## config.mk

```make
export PLATFORM = sky130hd
export DESIGN_NAME = bert_rx_top
export DESIGN_NICKNAME = d
export VERILOG_FILES = /design/src/bert_pkg.sv /design/src/rx_gearbox.sv /design/src/block_aligner.sv /design/src/descrambler.sv /design/src/la_capture.sv /design/src/capture_ram_arbiter.sv /design/src/axil_regs.sv /design/src/bert_rx_top.sv
export SDC_FILE = /design/constraint.sdc
export NUM_CORES = 1
export LEC_CHECK = 0
export BUFFER_PORTS_ARGS = -buffer_cell sky130_fd_sc_hd__buf_2
export CORE_ASPECT_RATIO = 1.4
export CORE_MARGIN = 10
export CORE_UTILIZATION = 55
export DETAILED_ROUTE_END_ITERATION = 10
export PLACE_DENSITY_LB_ADDON = 0.25
export SETUP_SLACK_MARGIN = 0.4
export SLEW_MARGIN = 20
export SYNTH_ARGS = -nofsm -noshare
export SYNTH_HDL_FRONTEND = slang
export SYNTH_SLANG_ARGS = --single-unit
```

## constraint.sdc

```tcl
create_clock -name lane0_rxclk -period 4.2 [get_ports lane0_rxclk]
set_clock_uncertainty 0.2 [all_clocks]
set_input_delay 0.63 -clock lane0_rxclk [delete_from_list [all_inputs] [get_ports lane0_rxclk]]
set_output_delay 0.63 -clock lane0_rxclk [all_outputs]
set_load 0.02 [all_outputs]
```

## src/bert_pkg.sv

```systemverilog
package bert_pkg;

	//////////////////////////////////////////////////////////////////////
	// Line and block geometry

	// Parallel word from the receiver, one per lane0_rxclk
	localparam int RX_WIDTH = 32;

	// Whole 64b/66b block, split in two for the demux
	localparam int BLOCK_WIDTH = 66;
	localparam int HALF_WIDTH = BLOCK_WIDTH / 2;
	localparam int HDR_WIDTH = 2;
	localparam int PAYLOAD_WIDTH = BLOCK_WIDTH - HDR_WIDTH;

	// Sync header that fires the logic analyzer
	localparam logic [HDR_WIDTH-1:0] TRIGGER_HEADER = 2'b01;

	//////////////////////////////////////////////////////////////////////
	// Register bus

	localparam int AXI_ADDR_WIDTH = 8;
	localparam int AXI_DATA_WIDTH = 32;

	// Control, bit 0 arms the analyzer
	localparam logic [AXI_ADDR_WIDTH-1:0] REG_CTRL = 8'h00;
	// Status, {done, armed, lock} in bits 2..0
	localparam logic [AXI_ADDR_WIDTH-1:0] REG_STATUS = 8'h04;
	// Capture window, one word every 4 bytes
	localparam logic [AXI_ADDR_WIDTH-1:0] CAPTURE_BASE = 8'h80;

	//////////////////////////////////////////////////////////////////////
	// Default sizes, overridden from the top level

	localparam int DEF_CAPTURE_DEPTH = 32;
	localparam int DEF_LOCK_COUNT = 32;
	localparam int DEF_BAD_LIMIT = 8;
	localparam int DEF_SLIP_WAIT = 4;

	// One received block, seen either as header and payload or as two halves
	typedef union packed {
		struct packed {
			logic [HDR_WIDTH-1:0] header;
			logic [PAYLOAD_WIDTH-1:0] payload;
		} hdr_pl;
		struct packed {
			logic [HALF_WIDTH-1:0] upper;
			logic [HALF_WIDTH-1:0] lower;
		} halves;
	} block_word_u;

endpackage

```

## src/rx_gearbox.sv

```systemverilog
`timescale 1ns/10ps

module rx_gearbox (
	input logic lane0_rxclk,
	input logic arst_n,
	input logic [bert_pkg::RX_WIDTH-1:0] rx_data,
	input logic bitslip,
	output logic block_valid,
	output bert_pkg::block_word_u block
);

	// Leftover never exceeds one input word
	localparam int CNT_W = $clog2(bert_pkg::RX_WIDTH + 1);
	localparam int TOT_W = CNT_W + 1;

	// Leftover bits, valid ones at the bottom, oldest highest
	logic [bert_pkg::RX_WIDTH-1:0] acc;
	logic [CNT_W-1:0] cnt;

	// Leftover plus new word, and how many of those bits count
	logic [2*bert_pkg::RX_WIDTH-1:0] merged;
	logic [TOT_W-1:0] total;

	// Gearbox output towards the demux
	logic [bert_pkg::HALF_WIDTH-1:0] half;
	logic half_valid;

	// Low for the upper half, high for the lower half
	logic phase;

	//////////////////////////////////////////////////////////////////////
	// 32 to 33 gearbox

	always_comb begin
		merged = {acc, rx_data};
		// Bitslip throws away the oldest bit
		total = TOT_W'(cnt) + TOT_W'(bert_pkg::RX_WIDTH) - TOT_W'(bitslip);
	end

	always_ff @(posedge lane0_rxclk or negedge arst_n) begin
		if (!arst_n) begin
			cnt <= '0;
			half_valid <= 1'b0;
		end else if (total >= TOT_W'(bert_pkg::HALF_WIDTH)) begin
			cnt <= CNT_W'(total - TOT_W'(bert_pkg::HALF_WIDTH));
			half_valid <= 1'b1;
		end else begin
			// Not enough for a half yet
			cnt <= CNT_W'(total);
			half_valid <= 1'b0;
		end
	end

	always_ff @(posedge lane0_rxclk) begin
		// What is left over always sits inside the newest word
		acc <= rx_data;
		// Oldest 33 bits go out, first received bit as MSB
		if (total >= TOT_W'(bert_pkg::HALF_WIDTH)) begin
			half <= merged[total-1 -: bert_pkg::HALF_WIDTH];
		end
	end

	//////////////////////////////////////////////////////////////////////
	// 33 to 66 demux

	always_ff @(posedge lane0_rxclk or negedge arst_n) begin
		if (!arst_n) begin
			phase <= 1'b0;
			block_valid <= 1'b0;
		end else begin
			block_valid <= 1'b0;
			if (half_valid) begin
				phase <= !phase;
				// Block complete once the lower half lands
				block_valid <= phase;
			end
		end
	end

	always_ff @(posedge lane0_rxclk) begin
		if (half_valid) begin
			if (phase) begin
				block.halves.lower <= half;
			end else begin
				block.halves.upper <= half;
			end
		end
	end

endmodule

```

## src/block_aligner.sv

```systemverilog
`timescale 1ns/10ps

module block_aligner #(
	parameter int LOCK_COUNT = bert_pkg::DEF_LOCK_COUNT,
	parameter int BAD_LIMIT = bert_pkg::DEF_BAD_LIMIT,
	parameter int SLIP_WAIT = bert_pkg::DEF_SLIP_WAIT
) (
	input logic lane0_rxclk,
	input logic arst_n,
	input logic block_valid,
	input logic [bert_pkg::HDR_WIDTH-1:0] header,
	output logic bitslip,
	output logic block_lock
);

	localparam int GOOD_W = $clog2(LOCK_COUNT + 1);
	localparam int BAD_W = $clog2(BAD_LIMIT + 1);
	localparam int WAIT_W = $clog2(SLIP_WAIT + 1);

	logic [GOOD_W-1:0] good_cnt;
	logic [BAD_W-1:0] bad_cnt;
	logic [WAIT_W-1:0] wait_cnt;
	// Bad header window, 64 blocks, wraps by itself
	logic [5:0] win_cnt;
	logic hdr_ok;

	// Only 01 and 10 are legal headers
	assign hdr_ok = header[1] ^ header[0];

	always_ff @(posedge lane0_rxclk or negedge arst_n) begin
		if (!arst_n) begin
			bitslip <= 1'b0;
			block_lock <= 1'b0;
			good_cnt <= '0;
			bad_cnt <= '0;
			wait_cnt <= '0;
			win_cnt <= '0;
		end else begin
			bitslip <= 1'b0;
			if (block_valid) begin
				if (block_lock) begin
					win_cnt <= win_cnt + 6'd1;
					if (!hdr_ok && bad_cnt == BAD_W'(BAD_LIMIT - 1)) begin
						// Too many errors, back to hunting
						block_lock <= 1'b0;
						good_cnt <= '0;
						bad_cnt <= '0;
						win_cnt <= '0;
					end else if (win_cnt == 6'd63) begin
						// New window starts with this block
						bad_cnt <= BAD_W'(!hdr_ok);
					end else if (!hdr_ok) begin
						bad_cnt <= bad_cnt + 1'b1;
					end
				end else if (wait_cnt != '0) begin
					// Let the slipped data flush through
					wait_cnt <= wait_cnt - 1'b1;
				end else if (!hdr_ok) begin
					bitslip <= 1'b1;
					good_cnt <= '0;
					wait_cnt <= WAIT_W'(SLIP_WAIT);
				end else if (good_cnt == GOOD_W'(LOCK_COUNT - 1)) begin
					block_lock <= 1'b1;
					good_cnt <= '0;
					bad_cnt <= '0;
					win_cnt <= '0;
				end else begin
					good_cnt <= good_cnt + 1'b1;
				end
			end
		end
	end

endmodule

```

## src/descrambler.sv

```systemverilog
`timescale 1ns/10ps

module descrambler (
	input logic lane0_rxclk,
	input logic arst_n,
	input logic block_valid,
	input bert_pkg::block_word_u block,
	output logic payload_valid,
	output logic [bert_pkg::HDR_WIDTH-1:0] header,
	output logic [bert_pkg::PAYLOAD_WIDTH-1:0] payload
);

	// Taps for x^39 and x^58, index 0 is the newest bit
	localparam int TAP_A = 38;
	localparam int TAP_B = 57;

	logic [57:0] state;
	logic [57:0] state_nxt;
	logic [bert_pkg::PAYLOAD_WIDTH-1:0] clear;

	// Self-synchronizing, history is the scrambled line bits
	always_comb begin
		state_nxt = state;
		for (int i = 0; i < bert_pkg::PAYLOAD_WIDTH; i++) begin
			clear[i] = block.hdr_pl.payload[i] ^ state_nxt[TAP_A] ^ state_nxt[TAP_B];
			state_nxt = {state_nxt[56:0], block.hdr_pl.payload[i]};
		end
	end

	always_ff @(posedge lane0_rxclk or negedge arst_n) begin
		if (!arst_n) begin
			payload_valid <= 1'b0;
		end else begin
			payload_valid <= block_valid;
		end
	end

	// Header rides along unscrambled
	always_ff @(posedge lane0_rxclk) begin
		if (block_valid) begin
			state <= state_nxt;
			header <= block.hdr_pl.header;
			payload <= clear;
		end
	end

endmodule

```

## src/la_capture.sv

```systemverilog
`timescale 1ns/10ps

module la_capture #(
	parameter int CAPTURE_DEPTH = bert_pkg::DEF_CAPTURE_DEPTH
) (
	input logic lane0_rxclk,
	input logic arst_n,
	input logic arm,
	input logic payload_valid,
	input logic [bert_pkg::HDR_WIDTH-1:0] header,
	input logic [bert_pkg::PAYLOAD_WIDTH-1:0] payload,
	input logic block_lock,
	output logic wr_req,
	output logic [$clog2(CAPTURE_DEPTH)-1:0] wr_addr,
	output logic [bert_pkg::PAYLOAD_WIDTH/2-1:0] wr_data,
	output logic armed,
	output logic done
);

	localparam int AW = $clog2(CAPTURE_DEPTH);
	localparam int WW = bert_pkg::PAYLOAD_WIDTH / 2;

	logic capturing;
	// Upper word waits one cycle behind the lower
	logic hi_pending;
	logic [WW-1:0] hi_word;
	logic [AW-1:0] wr_ptr;
	logic take;

	// Trigger block, or any block once the capture runs
	assign take = payload_valid && armed && !hi_pending &&
		(capturing || (block_lock && header == bert_pkg::TRIGGER_HEADER));

	always_ff @(posedge lane0_rxclk or negedge arst_n) begin
		if (!arst_n) begin
			armed <= 1'b0;
			done <= 1'b0;
			capturing <= 1'b0;
			hi_pending <= 1'b0;
			wr_req <= 1'b0;
			wr_ptr <= '0;
			wr_addr <= '0;
		end else begin
			wr_req <= 1'b0;
			if (arm) begin
				// Fresh capture from word 0
				armed <= 1'b1;
				done <= 1'b0;
				capturing <= 1'b0;
				hi_pending <= 1'b0;
				wr_ptr <= '0;
			end else if (hi_pending) begin
				wr_req <= 1'b1;
				wr_addr <= wr_ptr;
				wr_ptr <= wr_ptr + 1'b1;
				hi_pending <= 1'b0;
				if (wr_ptr == AW'(CAPTURE_DEPTH - 1)) begin
					done <= 1'b1;
					armed <= 1'b0;
					capturing <= 1'b0;
				end
			end else if (take) begin
				wr_req <= 1'b1;
				wr_addr <= wr_ptr;
				wr_ptr <= wr_ptr + 1'b1;
				hi_pending <= 1'b1;
				capturing <= 1'b1;
			end
		end
	end

	// Low word first, high word on the next cycle
	always_ff @(posedge lane0_rxclk) begin
		if (hi_pending) begin
			wr_data <= hi_word;
		end else if (take) begin
			wr_data <= payload[WW-1:0];
			hi_word <= payload[2*WW-1:WW];
		end
	end

endmodule

```

## src/capture_ram_arbiter.sv

```systemverilog
`timescale 1ns/10ps

module capture_ram_arbiter #(
	parameter int CAPTURE_DEPTH = bert_pkg::DEF_CAPTURE_DEPTH
) (
	input logic lane0_rxclk,
	input logic arst_n,
	input logic wr_req,
	input logic [$clog2(CAPTURE_DEPTH)-1:0] wr_addr,
	input logic [bert_pkg::AXI_DATA_WIDTH-1:0] wr_data,
	input logic rd_req,
	input logic [$clog2(CAPTURE_DEPTH)-1:0] rd_addr,
	output logic rd_grant,
	output logic [bert_pkg::AXI_DATA_WIDTH-1:0] rd_data,
	output logic rd_data_valid
);

	// Single port, one access per cycle
	logic [bert_pkg::AXI_DATA_WIDTH-1:0] mem [CAPTURE_DEPTH];

	// Capture writes cannot stall, so they always win
	assign rd_grant = rd_req && !wr_req;

	//////////////////////////////////////////////////////////////////////
	// RAM port

	always_ff @(posedge lane0_rxclk) begin
		if (wr_req) begin
			mem[wr_addr] <= wr_data;
		end else if (rd_grant) begin
			rd_data <= mem[rd_addr];
		end
	end

	// Read data one cycle after the grant
	always_ff @(posedge lane0_rxclk or negedge arst_n) begin
		if (!arst_n) begin
			rd_data_valid <= 1'b0;
		end else begin
			rd_data_valid <= rd_grant;
		end
	end

endmodule

```

## src/axil_regs.sv

```systemverilog
`timescale 1ns/10ps

module axil_regs #(
	parameter int CAPTURE_DEPTH = bert_pkg::DEF_CAPTURE_DEPTH
) (
	input logic lane0_rxclk,
	input logic arst_n,
	input logic [bert_pkg::AXI_ADDR_WIDTH-1:0] awaddr,
	input logic awvalid,
	output logic awready,
	input logic [bert_pkg::AXI_DATA_WIDTH-1:0] wdata,
	input logic [bert_pkg::AXI_DATA_WIDTH/8-1:0] wstrb,
	input logic wvalid,
	output logic wready,
	output logic [1:0] bresp,
	output logic bvalid,
	input logic bready,
	input logic [bert_pkg::AXI_ADDR_WIDTH-1:0] araddr,
	input logic arvalid,
	output logic arready,
	output logic [bert_pkg::AXI_DATA_WIDTH-1:0] rdata,
	output logic [1:0] rresp,
	output logic rvalid,
	input logic rready,
	input logic block_lock,
	input logic armed,
	input logic done,
	output logic arm,
	output logic rd_req,
	output logic [$clog2(CAPTURE_DEPTH)-1:0] rd_addr,
	input logic rd_grant,
	input logic [bert_pkg::AXI_DATA_WIDTH-1:0] rd_data,
	input logic rd_data_valid
);

	localparam int AW = $clog2(CAPTURE_DEPTH);
	localparam int DW = bert_pkg::AXI_DATA_WIDTH;
	localparam logic [1:0] RESP_OKAY = 2'b00;
	localparam logic [1:0] RESP_SLVERR = 2'b10;

	logic idle;
	logic wr_fire;
	logic rd_fire;
	// Capture read waiting on the RAM
	logic cap_pend;
	logic [bert_pkg::AXI_ADDR_WIDTH-1:0] cap_off;
	logic [bert_pkg::AXI_ADDR_WIDTH-3:0] cap_word;
	logic cap_hit;

	// One transaction in flight at a time
	assign idle = !bvalid && !rvalid && !cap_pend && !awready && !arready;
	assign wr_fire = awvalid && awready && wvalid && wready;
	assign rd_fire = arvalid && arready;

	// Word index inside the capture window
	assign cap_off = araddr - bert_pkg::CAPTURE_BASE;
	assign cap_word = cap_off[bert_pkg::AXI_ADDR_WIDTH-1:2];
	assign cap_hit = (araddr >= bert_pkg::CAPTURE_BASE) && (cap_word < CAPTURE_DEPTH);

	//////////////////////////////////////////////////////////////////////
	// Handshakes and responses

	always_ff @(posedge lane0_rxclk or negedge arst_n) begin
		if (!arst_n) begin
			awready <= 1'b0;
			wready <= 1'b0;
			arready <= 1'b0;
			bvalid <= 1'b0;
			bresp <= RESP_OKAY;
			rvalid <= 1'b0;
			rresp <= RESP_OKAY;
			arm <= 1'b0;
			rd_req <= 1'b0;
			cap_pend <= 1'b0;
		end else begin
			awready <= 1'b0;
			wready <= 1'b0;
			arready <= 1'b0;
			arm <= 1'b0;

			// AW and W only together, writes ahead of reads
			if (idle && awvalid && wvalid) begin
				awready <= 1'b1;
				wready <= 1'b1;
			end else if (idle && arvalid) begin
				arready <= 1'b1;
			end

			// Write decode
			if (wr_fire) begin
				bvalid <= 1'b1;
				case (awaddr)
					bert_pkg::REG_CTRL: begin
						bresp <= RESP_OKAY;
						arm <= wstrb[0] && wdata[0];
					end
					// Status is read only, write ignored
					bert_pkg::REG_STATUS: bresp <= RESP_OKAY;
					default: bresp <= RESP_SLVERR;
				endcase
			end else if (bvalid && bready) begin
				bvalid <= 1'b0;
			end

			// Read decode, capture reads go through the arbiter
			if (rd_fire) begin
				if (araddr == bert_pkg::REG_CTRL || araddr == bert_pkg::REG_STATUS) begin
					rvalid <= 1'b1;
					rresp <= RESP_OKAY;
				end else if (cap_hit) begin
					rd_req <= 1'b1;
					cap_pend <= 1'b1;
				end else begin
					rvalid <= 1'b1;
					rresp <= RESP_SLVERR;
				end
			end else if (cap_pend && rd_data_valid) begin
				rvalid <= 1'b1;
				rresp <= RESP_OKAY;
				cap_pend <= 1'b0;
			end else if (rvalid && rready) begin
				rvalid <= 1'b0;
			end

			// Request held until the arbiter takes it
			if (rd_req && rd_grant) begin
				rd_req <= 1'b0;
			end
		end
	end

	// Read data path
	always_ff @(posedge lane0_rxclk) begin
		if (rd_fire) begin
			rd_addr <= cap_word[AW-1:0];
			if (araddr == bert_pkg::REG_STATUS) begin
				rdata <= DW'({done, armed, block_lock});
			end else begin
				rdata <= '0;
			end
		end else if (cap_pend && rd_data_valid) begin
			rdata <= rd_data;
		end
	end

endmodule

```

## src/bert_rx_top.sv

```systemverilog
`timescale 1ns/10ps

module bert_rx_top #(
	parameter int CAPTURE_DEPTH = bert_pkg::DEF_CAPTURE_DEPTH,
	parameter int LOCK_COUNT = bert_pkg::DEF_LOCK_COUNT,
	parameter int BAD_LIMIT = bert_pkg::DEF_BAD_LIMIT,
	parameter int SLIP_WAIT = bert_pkg::DEF_SLIP_WAIT
) (
	input logic lane0_rxclk,
	input logic arst_n,
	input logic [bert_pkg::RX_WIDTH-1:0] rx_data,
	input logic [bert_pkg::AXI_ADDR_WIDTH-1:0] awaddr,
	input logic awvalid,
	output logic awready,
	input logic [bert_pkg::AXI_DATA_WIDTH-1:0] wdata,
	input logic [bert_pkg::AXI_DATA_WIDTH/8-1:0] wstrb,
	input logic wvalid,
	output logic wready,
	output logic [1:0] bresp,
	output logic bvalid,
	input logic bready,
	input logic [bert_pkg::AXI_ADDR_WIDTH-1:0] araddr,
	input logic arvalid,
	output logic arready,
	output logic [bert_pkg::AXI_DATA_WIDTH-1:0] rdata,
	output logic [1:0] rresp,
	output logic rvalid,
	input logic rready
);

	localparam int AW = $clog2(CAPTURE_DEPTH);

	// Gearbox and aligner
	bert_pkg::block_word_u rx_block;
	logic rx_block_valid;
	logic bitslip;
	logic block_lock;

	// Descrambled blocks
	logic pl_valid;
	logic [bert_pkg::HDR_WIDTH-1:0] pl_header;
	logic [bert_pkg::PAYLOAD_WIDTH-1:0] pl_payload;

	// Analyzer control and capture RAM ports
	logic arm;
	logic armed;
	logic done;
	logic wr_req;
	logic [AW-1:0] wr_addr;
	logic [bert_pkg::AXI_DATA_WIDTH-1:0] wr_data;
	logic rd_req;
	logic [AW-1:0] rd_addr;
	logic rd_grant;
	logic [bert_pkg::AXI_DATA_WIDTH-1:0] rd_data;
	logic rd_data_valid;

	//////////////////////////////////////////////////////////////////////
	// 64b/66b receive chain

	rx_gearbox u_gearbox (
		.lane0_rxclk(lane0_rxclk),
		.arst_n(arst_n),
		.rx_data(rx_data),
		.bitslip(bitslip),
		.block_valid(rx_block_valid),
		.block(rx_block)
	);

	block_aligner #(
		.LOCK_COUNT(LOCK_COUNT),
		.BAD_LIMIT(BAD_LIMIT),
		.SLIP_WAIT(SLIP_WAIT)
	) u_aligner (
		.lane0_rxclk(lane0_rxclk),
		.arst_n(arst_n),
		.block_valid(rx_block_valid),
		.header(rx_block.hdr_pl.header),
		.bitslip(bitslip),
		.block_lock(block_lock)
	);

	descrambler u_descr (
		.lane0_rxclk(lane0_rxclk),
		.arst_n(arst_n),
		.block_valid(rx_block_valid),
		.block(rx_block),
		.payload_valid(pl_valid),
		.header(pl_header),
		.payload(pl_payload)
	);

	//////////////////////////////////////////////////////////////////////
	// Logic analyzer and register bus

	la_capture #(.CAPTURE_DEPTH(CAPTURE_DEPTH)) u_capture (
		.lane0_rxclk(lane0_rxclk),
		.arst_n(arst_n),
		.arm(arm),
		.payload_valid(pl_valid),
		.header(pl_header),
		.payload(pl_payload),
		.block_lock(block_lock),
		.wr_req(wr_req),
		.wr_addr(wr_addr),
		.wr_data(wr_data),
		.armed(armed),
		.done(done)
	);

	capture_ram_arbiter #(.CAPTURE_DEPTH(CAPTURE_DEPTH)) u_arbiter (
		.lane0_rxclk(lane0_rxclk),
		.arst_n(arst_n),
		.wr_req(wr_req),
		.wr_addr(wr_addr),
		.wr_data(wr_data),
		.rd_req(rd_req),
		.rd_addr(rd_addr),
		.rd_grant(rd_grant),
		.rd_data(rd_data),
		.rd_data_valid(rd_data_valid)
	);

	axil_regs #(.CAPTURE_DEPTH(CAPTURE_DEPTH)) u_regs (
		.lane0_rxclk(lane0_rxclk),
		.arst_n(arst_n),
		.awaddr(awaddr),
		.awvalid(awvalid),
		.awready(awready),
		.wdata(wdata),
		.wstrb(wstrb),
		.wvalid(wvalid),
		.wready(wready),
		.bresp(bresp),
		.bvalid(bvalid),
		.bready(bready),
		.araddr(araddr),
		.arvalid(arvalid),
		.arready(arready),
		.rdata(rdata),
		.rresp(rresp),
		.rvalid(rvalid),
		.rready(rready),
		.block_lock(block_lock),
		.armed(armed),
		.done(done),
		.arm(arm),
		.rd_req(rd_req),
		.rd_addr(rd_addr),
		.rd_grant(rd_grant),
		.rd_data(rd_data),
		.rd_data_valid(rd_data_valid)
	);

endmodule

```

# Yosys cells after proc, flatten, opt, wreduce, memory -nomap -nowiden
# Memory sizes are Yosys's and may differ from the RTL's. A register that Yosys moved wholly into a read port is not among the register bits.
# Index checks and enable logic that the tools add are counted.
[totals]
elab_cells = 348
output_inout_bits = 41
ram_bits = 1024
mem_count = 1
ff_bits = 414
[classes]
order_cmp = 3
reduce_logical = 64
eq_ne = 16
bitwise_logic = 134
n_addsub = 10
muxes = 80
shifts = 1
[mem_list]
columns = ["name", "words", "word_bits", "rd", "rd_ports_with_merged_regs", "wr", "line_no", "source"]
rows = [
  ["u_arbiter.mem", 32, 32, 1, 1, 1, "capture_ram_arbiter.sv:19", "logic [bert_pkg::AXI_DATA_WIDTH-1:0] mem [CAPTURE_DEPTH];"],
]
[ops]
columns = ["operator", "n"]
rows = [
  ["XOR 1 bit", 129],
  ["2-to-1 mux 32 bit", 4],
  ["variable part select 96 x 33 -> 33 bit", 1],
  ["2-to-1 mux 6 bit", 11],
  ["2-to-1 mux 1 bit", 45],
  ["2-to-1 mux 4 bit", 7],
  ["2-to-1 mux 5 bit", 5],
  ["logical AND 1 bit", 23],
  ["AND reduction 2 bit", 9],
  ["nonzero test 2 bit", 9],
  ["equality test 8 x 3 -> 1 bit (second input constant)", 2],
  ["zero test 8 bit", 2],
  ["adder 6 x 1 -> 6 bit (second input constant)", 2],
  ["AND reduction 3 bit", 4],
  ["2-to-1 mux 2 bit", 5],
  ["!= test 2 bit (second input constant)", 5],
  ["zero test 1 bit", 9],
  ["2-to-1 mux 3 bit", 3],
  ["nonzero test 3 bit", 3],
  ["greater-or-equal comparator 8 bit (second input constant)", 1],
  ["subtractor 7 x 1 -> 8 bit (second input constant)", 1],
  ["subtractor 8 bit (second input constant)", 1],
  ["adder 6 x 6 -> 7 bit (second input constant)", 1],
  ["greater-or-equal comparator 7 x 6 -> 1 bit (second input constant)", 1],
  ["20 further kinds", 25],
]

# Longest topological paths before layout
[depth]
word_depth = 8
ltp_mapped = 18
ltp_nobuf = 13

# Modules after synthesis
# Synthesis repeated with hierarchy kept, for this count alone.
[hier_totals]
hier_cells = 3696
area_unflattened_um2 = 61644.1
[by_module_without_submodules]
columns = ["module", "seq_area_each_um2", "cells_per_inst", "area_each_um2", "n_inst"]
rows = [
  ["capture_ram_arbiter", 31735.4, 2262, 40842.9, 1],
  ["rx_gearbox", 3838.7, 834, 9512.9, 1],
  ["descrambler", 3748.6, 189, 5273.8, 1],
  ["la_capture", 2297.2, 160, 3027.9, 1],
  ["axil_regs", 1336.3, 122, 1767.9, 1],
  ["block_aligner", 525.5, 129, 1218.7, 1],
]

# Worst setup path after synthesis
# No wires, ideal clock.
[synth_path]
kind = "reg-to-reg"
start = "register u_aligner.bitslip"
end = "register u_gearbox.cnt[2]"
path_buffers = 2
stages_incl_launch_ff = 14
synth_period_minus_slack_ns = 4.606
path_slack_ns = -0.406
arrival_ns = 4.272
cell_sequence = "dfrtp_1 -> ha_1 -> inv_1 -> ha_1 -> inv_1 -> fa_1 -> buf_2 -> and3b_1 -> buf_2 -> o2111ai_1 -> a21oi_1 -> o211ai_1 -> nand2_1 -> xor2_1"
[synth_between]
elab_chain_len = 3
word_cells_on_any_way = 4
classes_between = "add/sub: 2; order compare: 1; mux: 1"
[synth_rtl]
columns = ["element", "line_no", "source"]
rows = [
  ["start: declaration", "block_aligner.sv:12", "output logic bitslip,"],
  ["start signal: assignment", "block_aligner.sv:32", "bitslip <= 1'b0;"],
  ["start signal: assignment", "block_aligner.sv:39", "bitslip <= 1'b0;"],
  ["start signal: assignment", "block_aligner.sv:59", "bitslip <= 1'b1;"],
  ["subtractor 7 x 1 -> 7 bit *", "rx_gearbox.sv:37", "total = TOT_W'(cnt) + TOT_W'(bert_pkg::RX_WIDTH) - TOT_W'(bitslip);"],
  ["subtractor 6 bit or greater-or-equal comparator 7 x 6 -> 1 bit (tied branches)", "rx_gearbox.sv:45, rx_gearbox.sv:44", ""],
  ["2-to-1 mux 6 bit *", "rx_gearbox.sv:44", "end else if (total >= TOT_W'(bert_pkg::HALF_WIDTH)) begin"],
  ["end signal: assignment", "rx_gearbox.sv:45", "cnt <= CNT_W'(total - TOT_W'(bert_pkg::HALF_WIDTH));"],
  ["end signal: assignment", "rx_gearbox.sv:49", "cnt <= CNT_W'(total);"],
  ["end: declaration", "rx_gearbox.sv:18", "logic [CNT_W-1:0] cnt;"],
]
# Mark *: on every way between the ends. The rest lies on a longest branch, timed or not.
# A chain may end at the register's enable or synchronous reset.

# Final worst setup path
[layout_path]
start = "register u_aligner.bitslip"
end = "register u_gearbox.half[17] (netlist bit), data pin"
[layout_between]
elab_chain_len = 3
[layout_rtl]
columns = ["element", "line_no", "source"]
rows = [
  ["subtractor 7 x 1 -> 7 bit", "rx_gearbox.sv:37", ""],
  ["subtractor 7 x 1 -> 8 bit", "rx_gearbox.sv:59", "half <= merged[total-1 -: bert_pkg::HALF_WIDTH];"],
  ["variable part select 96 x 33 -> 33 bit", "rx_gearbox.sv:59", ""],
  ["end signal: assignment", "rx_gearbox.sv:59", ""],
  ["end: declaration", "rx_gearbox.sv:25", "logic [bert_pkg::HALF_WIDTH-1:0] half;"],
]
# No other way between the ends.

==> impl_metrics.ini <==
[finish]
layout.nets = 3588
stdcell_area_sq_mm = 0.0704
n_fill_cell = 7239
multi_input_area_sq_mm = 0.0167
area_growth_pct = 17.0
mostFrequentLayoutCells = edfxtp_1 (1,380), mux4_2 (374), buf_4 (186)
ff_latch_area_sq_mm = 0.0435
layout_commonest_cell = edfxtp_1
layoutNonFillerInstCount = 5044
drive_above_1_share_pct = 33.0

[setup_path]
cp_cell_sequence = ha_4 -> inv_2 -> ha_4 -> inv_2 -> fa_2 -> buf_12 -> xnor2_4 -> mux4_2 -> a2111oi_4 -> buf_4 -> a2bb2oi_2 -> or2_1 -> o311ai_2 -> a32o_2
crit_family = adder cells
worst_path_max_delay_cell = mux4_2
critPathRequiredTime_ns = 4.62
r2r_end = u_gearbox.half[17]
timing.rr.start = u_aligner.bitslip
critPathMaxStageDelay_ns = 0.61
end_kind = flop
startpoint_type = flop
ff2ff_path_depth = 14
path_buf_inv = 4
cp.arrival_ns = 4.21
rrSetupSlack_ns = 0.41
cp_max_fo = 6
path_class = reg -> reg

[logic_synthesis]
synth.distinct_cells = 79
synth_edf_count = 1380
syn_avg_cell_area_sq_um = 19.4
synth_warnings = 0
synth_top_flop_cell = edfxtp_1
syn_area_sq_mm = 0.0602
ys_seq_elements = 1468
synthArstFlopShare_pct = 3.81
synthCells = 3102
ys_seq_area_share_pct = 72.2

[drt]
drt_iter0_markers = 3013
ant_nets = 0
vias_per_cell = 6.26
routed_wl_mm = 157
drc = 0
wl_per_cell_um = 31.2
vias = 31600
drt_pass1_iterations = 5

[timing]
tightest_slew_ns = 1.14
fmax_ghz = 0.264
finalSetupViolCount = 0
max-slew-margin-rel_pct = 24.2
setup_tns_ns = 0
finalMaxSlewViolations = 0
fin_crit_ns = 3.79
fin_crit_sh_pct = 90.3
rsz0062_at_grt = true
finalHoldViolations = 0

[global_routing]
globalRouteOverflowTotal = 0
antenna_found_initial = 4
grt_use_total_pct = 25.5
grt_start_max_net_pins = 125
grt_pass1_vias = 33200
grt_pass1_wl_mm = 227

[worst_hold_path]
hp-start = araddr[0]
hold_end = u_regs.rresp[1]
min_delay_path_depth = 3
worstHoldPathType = in -> reg

[placement]
place_area_sq_mm = 0.0644
dp_cells = 4696
port_buffers = 95
gp_congestion = 0.939
dpl.hpwl_mm = 100

[cts]
clock_sinks = 1468
clkLatencyLatePin_ns = 0.75
path_clk_slew_ns = 0.07
cts-root-buf = clkbuf_16
htree_num_levels = 4
clockBufferDepth = 3
numCtsBuffers = 135
cts_tree = yes

[floorplan]
start_util_pct = 55.4
die_h_um = 411
dieArea_sq_mm = 0.123
io_pins = 132
rows = 143
core_area_sq_mm = 0.109
die_w_um = 300

[run_status]
status = finished clean

[run]
maxCapViolations = 0
-- sequential cells by signal, summed over array words and instances, names as in the netlist, 32 cells and up --
register	flops
u_descr.payload	64
u_regs.rdata	32
u_gearbox.acc	32
u_descr.state	58
u_arbiter.mem	1024
u_capture.hi_word	32
u_gearbox.block	66
u_gearbox.half	33
u_capture.wr_data	32
u_arbiter.rd_data	32
-- cell families after synthesis --
logic type | share of synthesized area (%)
flops | 72.2
mux | 17.4
simple gates | 3.36
compound gates | 3.06
buf+inv | 1.41
xor+xnor | 2.20
fa+ha+maj | 0.324
other cells | 0.00623
-- how the worst max path moves through the flow --
stage	startpoint	endpoint	slack, ns	cells past startpoint
global route	u_aligner.bitslip	u_gearbox.half[7]	0.29	15
global placement	u_gearbox.cnt[0]	u_gearbox.half[15]	-0.1	15
CTS	u_gearbox.cnt[0]	u_gearbox.half[15]	0.40	15
finish	u_aligner.bitslip	u_gearbox.half[17]	0.41	14
detailed placement	u_gearbox.cnt[0]	u_gearbox.half[15]	-0.01	15
floorplan	u_aligner.bitslip	u_gearbox.cnt[2]	-0.28	13
-- Yosys cell counts (8+ instances only) --
cell,count,area (sq um)
a21oi_1,54,270
o211ai_1,19,143
and3_1,12,75.1
edfxtp_1,1380,41400
a21o_1,11,82.6
inv_1,19,71.3
xnor2_1,136,1190
nand3_1,44,220
a211oi_1,10,75.1
o22ai_1,15,93.8
clkbuf_1,82,308
nor4_1,9,56.3
o21ai_0,65,325
nor2_1,110,413
dfrtp_1,56,1400
nand2b_1,9,56.3
dfxtp_1,32,641
mux4_2,374,8420
o221ai_1,8,70.1
o31ai_1,8,60.1
and2_1,37,231
ha_1,14,175
a31oi_1,11,68.8
mux2_2,101,1140
buf_2,35,175
nor3_1,23,115
buf_4,9,67.6
buf_1,41,154
nand2_1,148,556
mux2i_1,93,931
-- worst min-delay path: cells and delay by family --
| family | cells | cell delay [ns] |
|---|---|---|
| buffers and inverters | 1 | 0.08 |
| AO/OA/AOI/OAI | 1 | 0.22 |
| AND/OR/NAND/NOR | 1 | 0.07 |
-- metal layers --
layer / global-route usage (%) / vias up / routed length, um
met5: 0 / - / 13
li1: - / 13400 / -
met2: 45.6 / 1267 / 84800
met4: 12.6 / 2 / 8420
met3: 4.30 / 342 / 8650
met1: 29.6 / 16600 / 55300
-- cell type report --
type / instances / share of cell area [%]
Multi-Input combinational cell: 1441 / 23.8
Sequential cell: 1468 / 61.7
Clock buffer: 174 / 5.14
Tap cell: 1450 / 2.58
Timing Repair Buffer: 415 / 5.62
Clock inverter: 74 / 1.04
Antenna cell: 1 / 0.00355
Inverter: 21 / 0.114
-- timing repair --
item	4_1_cts	5_1_grt
hold endpoints to repair	72	0
endpoints found under the setup margin	31	33
buffers inserted	10	29
gates cloned	1	7
gates resized for setup	35	115
pin swaps	5	34
hold buffers	50	0
-- metrics by stage --
step	util, %	setup WS (ns)	hold slack, ns
2_1_floorplan	-	-0.279	0.134
3_3_place_gp	59.3	-0.0962	0.202
3_5_place_dp	59.3	-0.0137	0.205
4_1_cts	64.0	0.404	0.0206
5_1_grt	64.9	0.295	0.0702
6_report	64.9	0.406	0.0898
Power is not shown: default switching activity piles up to over one toggle a cycle in this logic, so the estimate is an artifact.
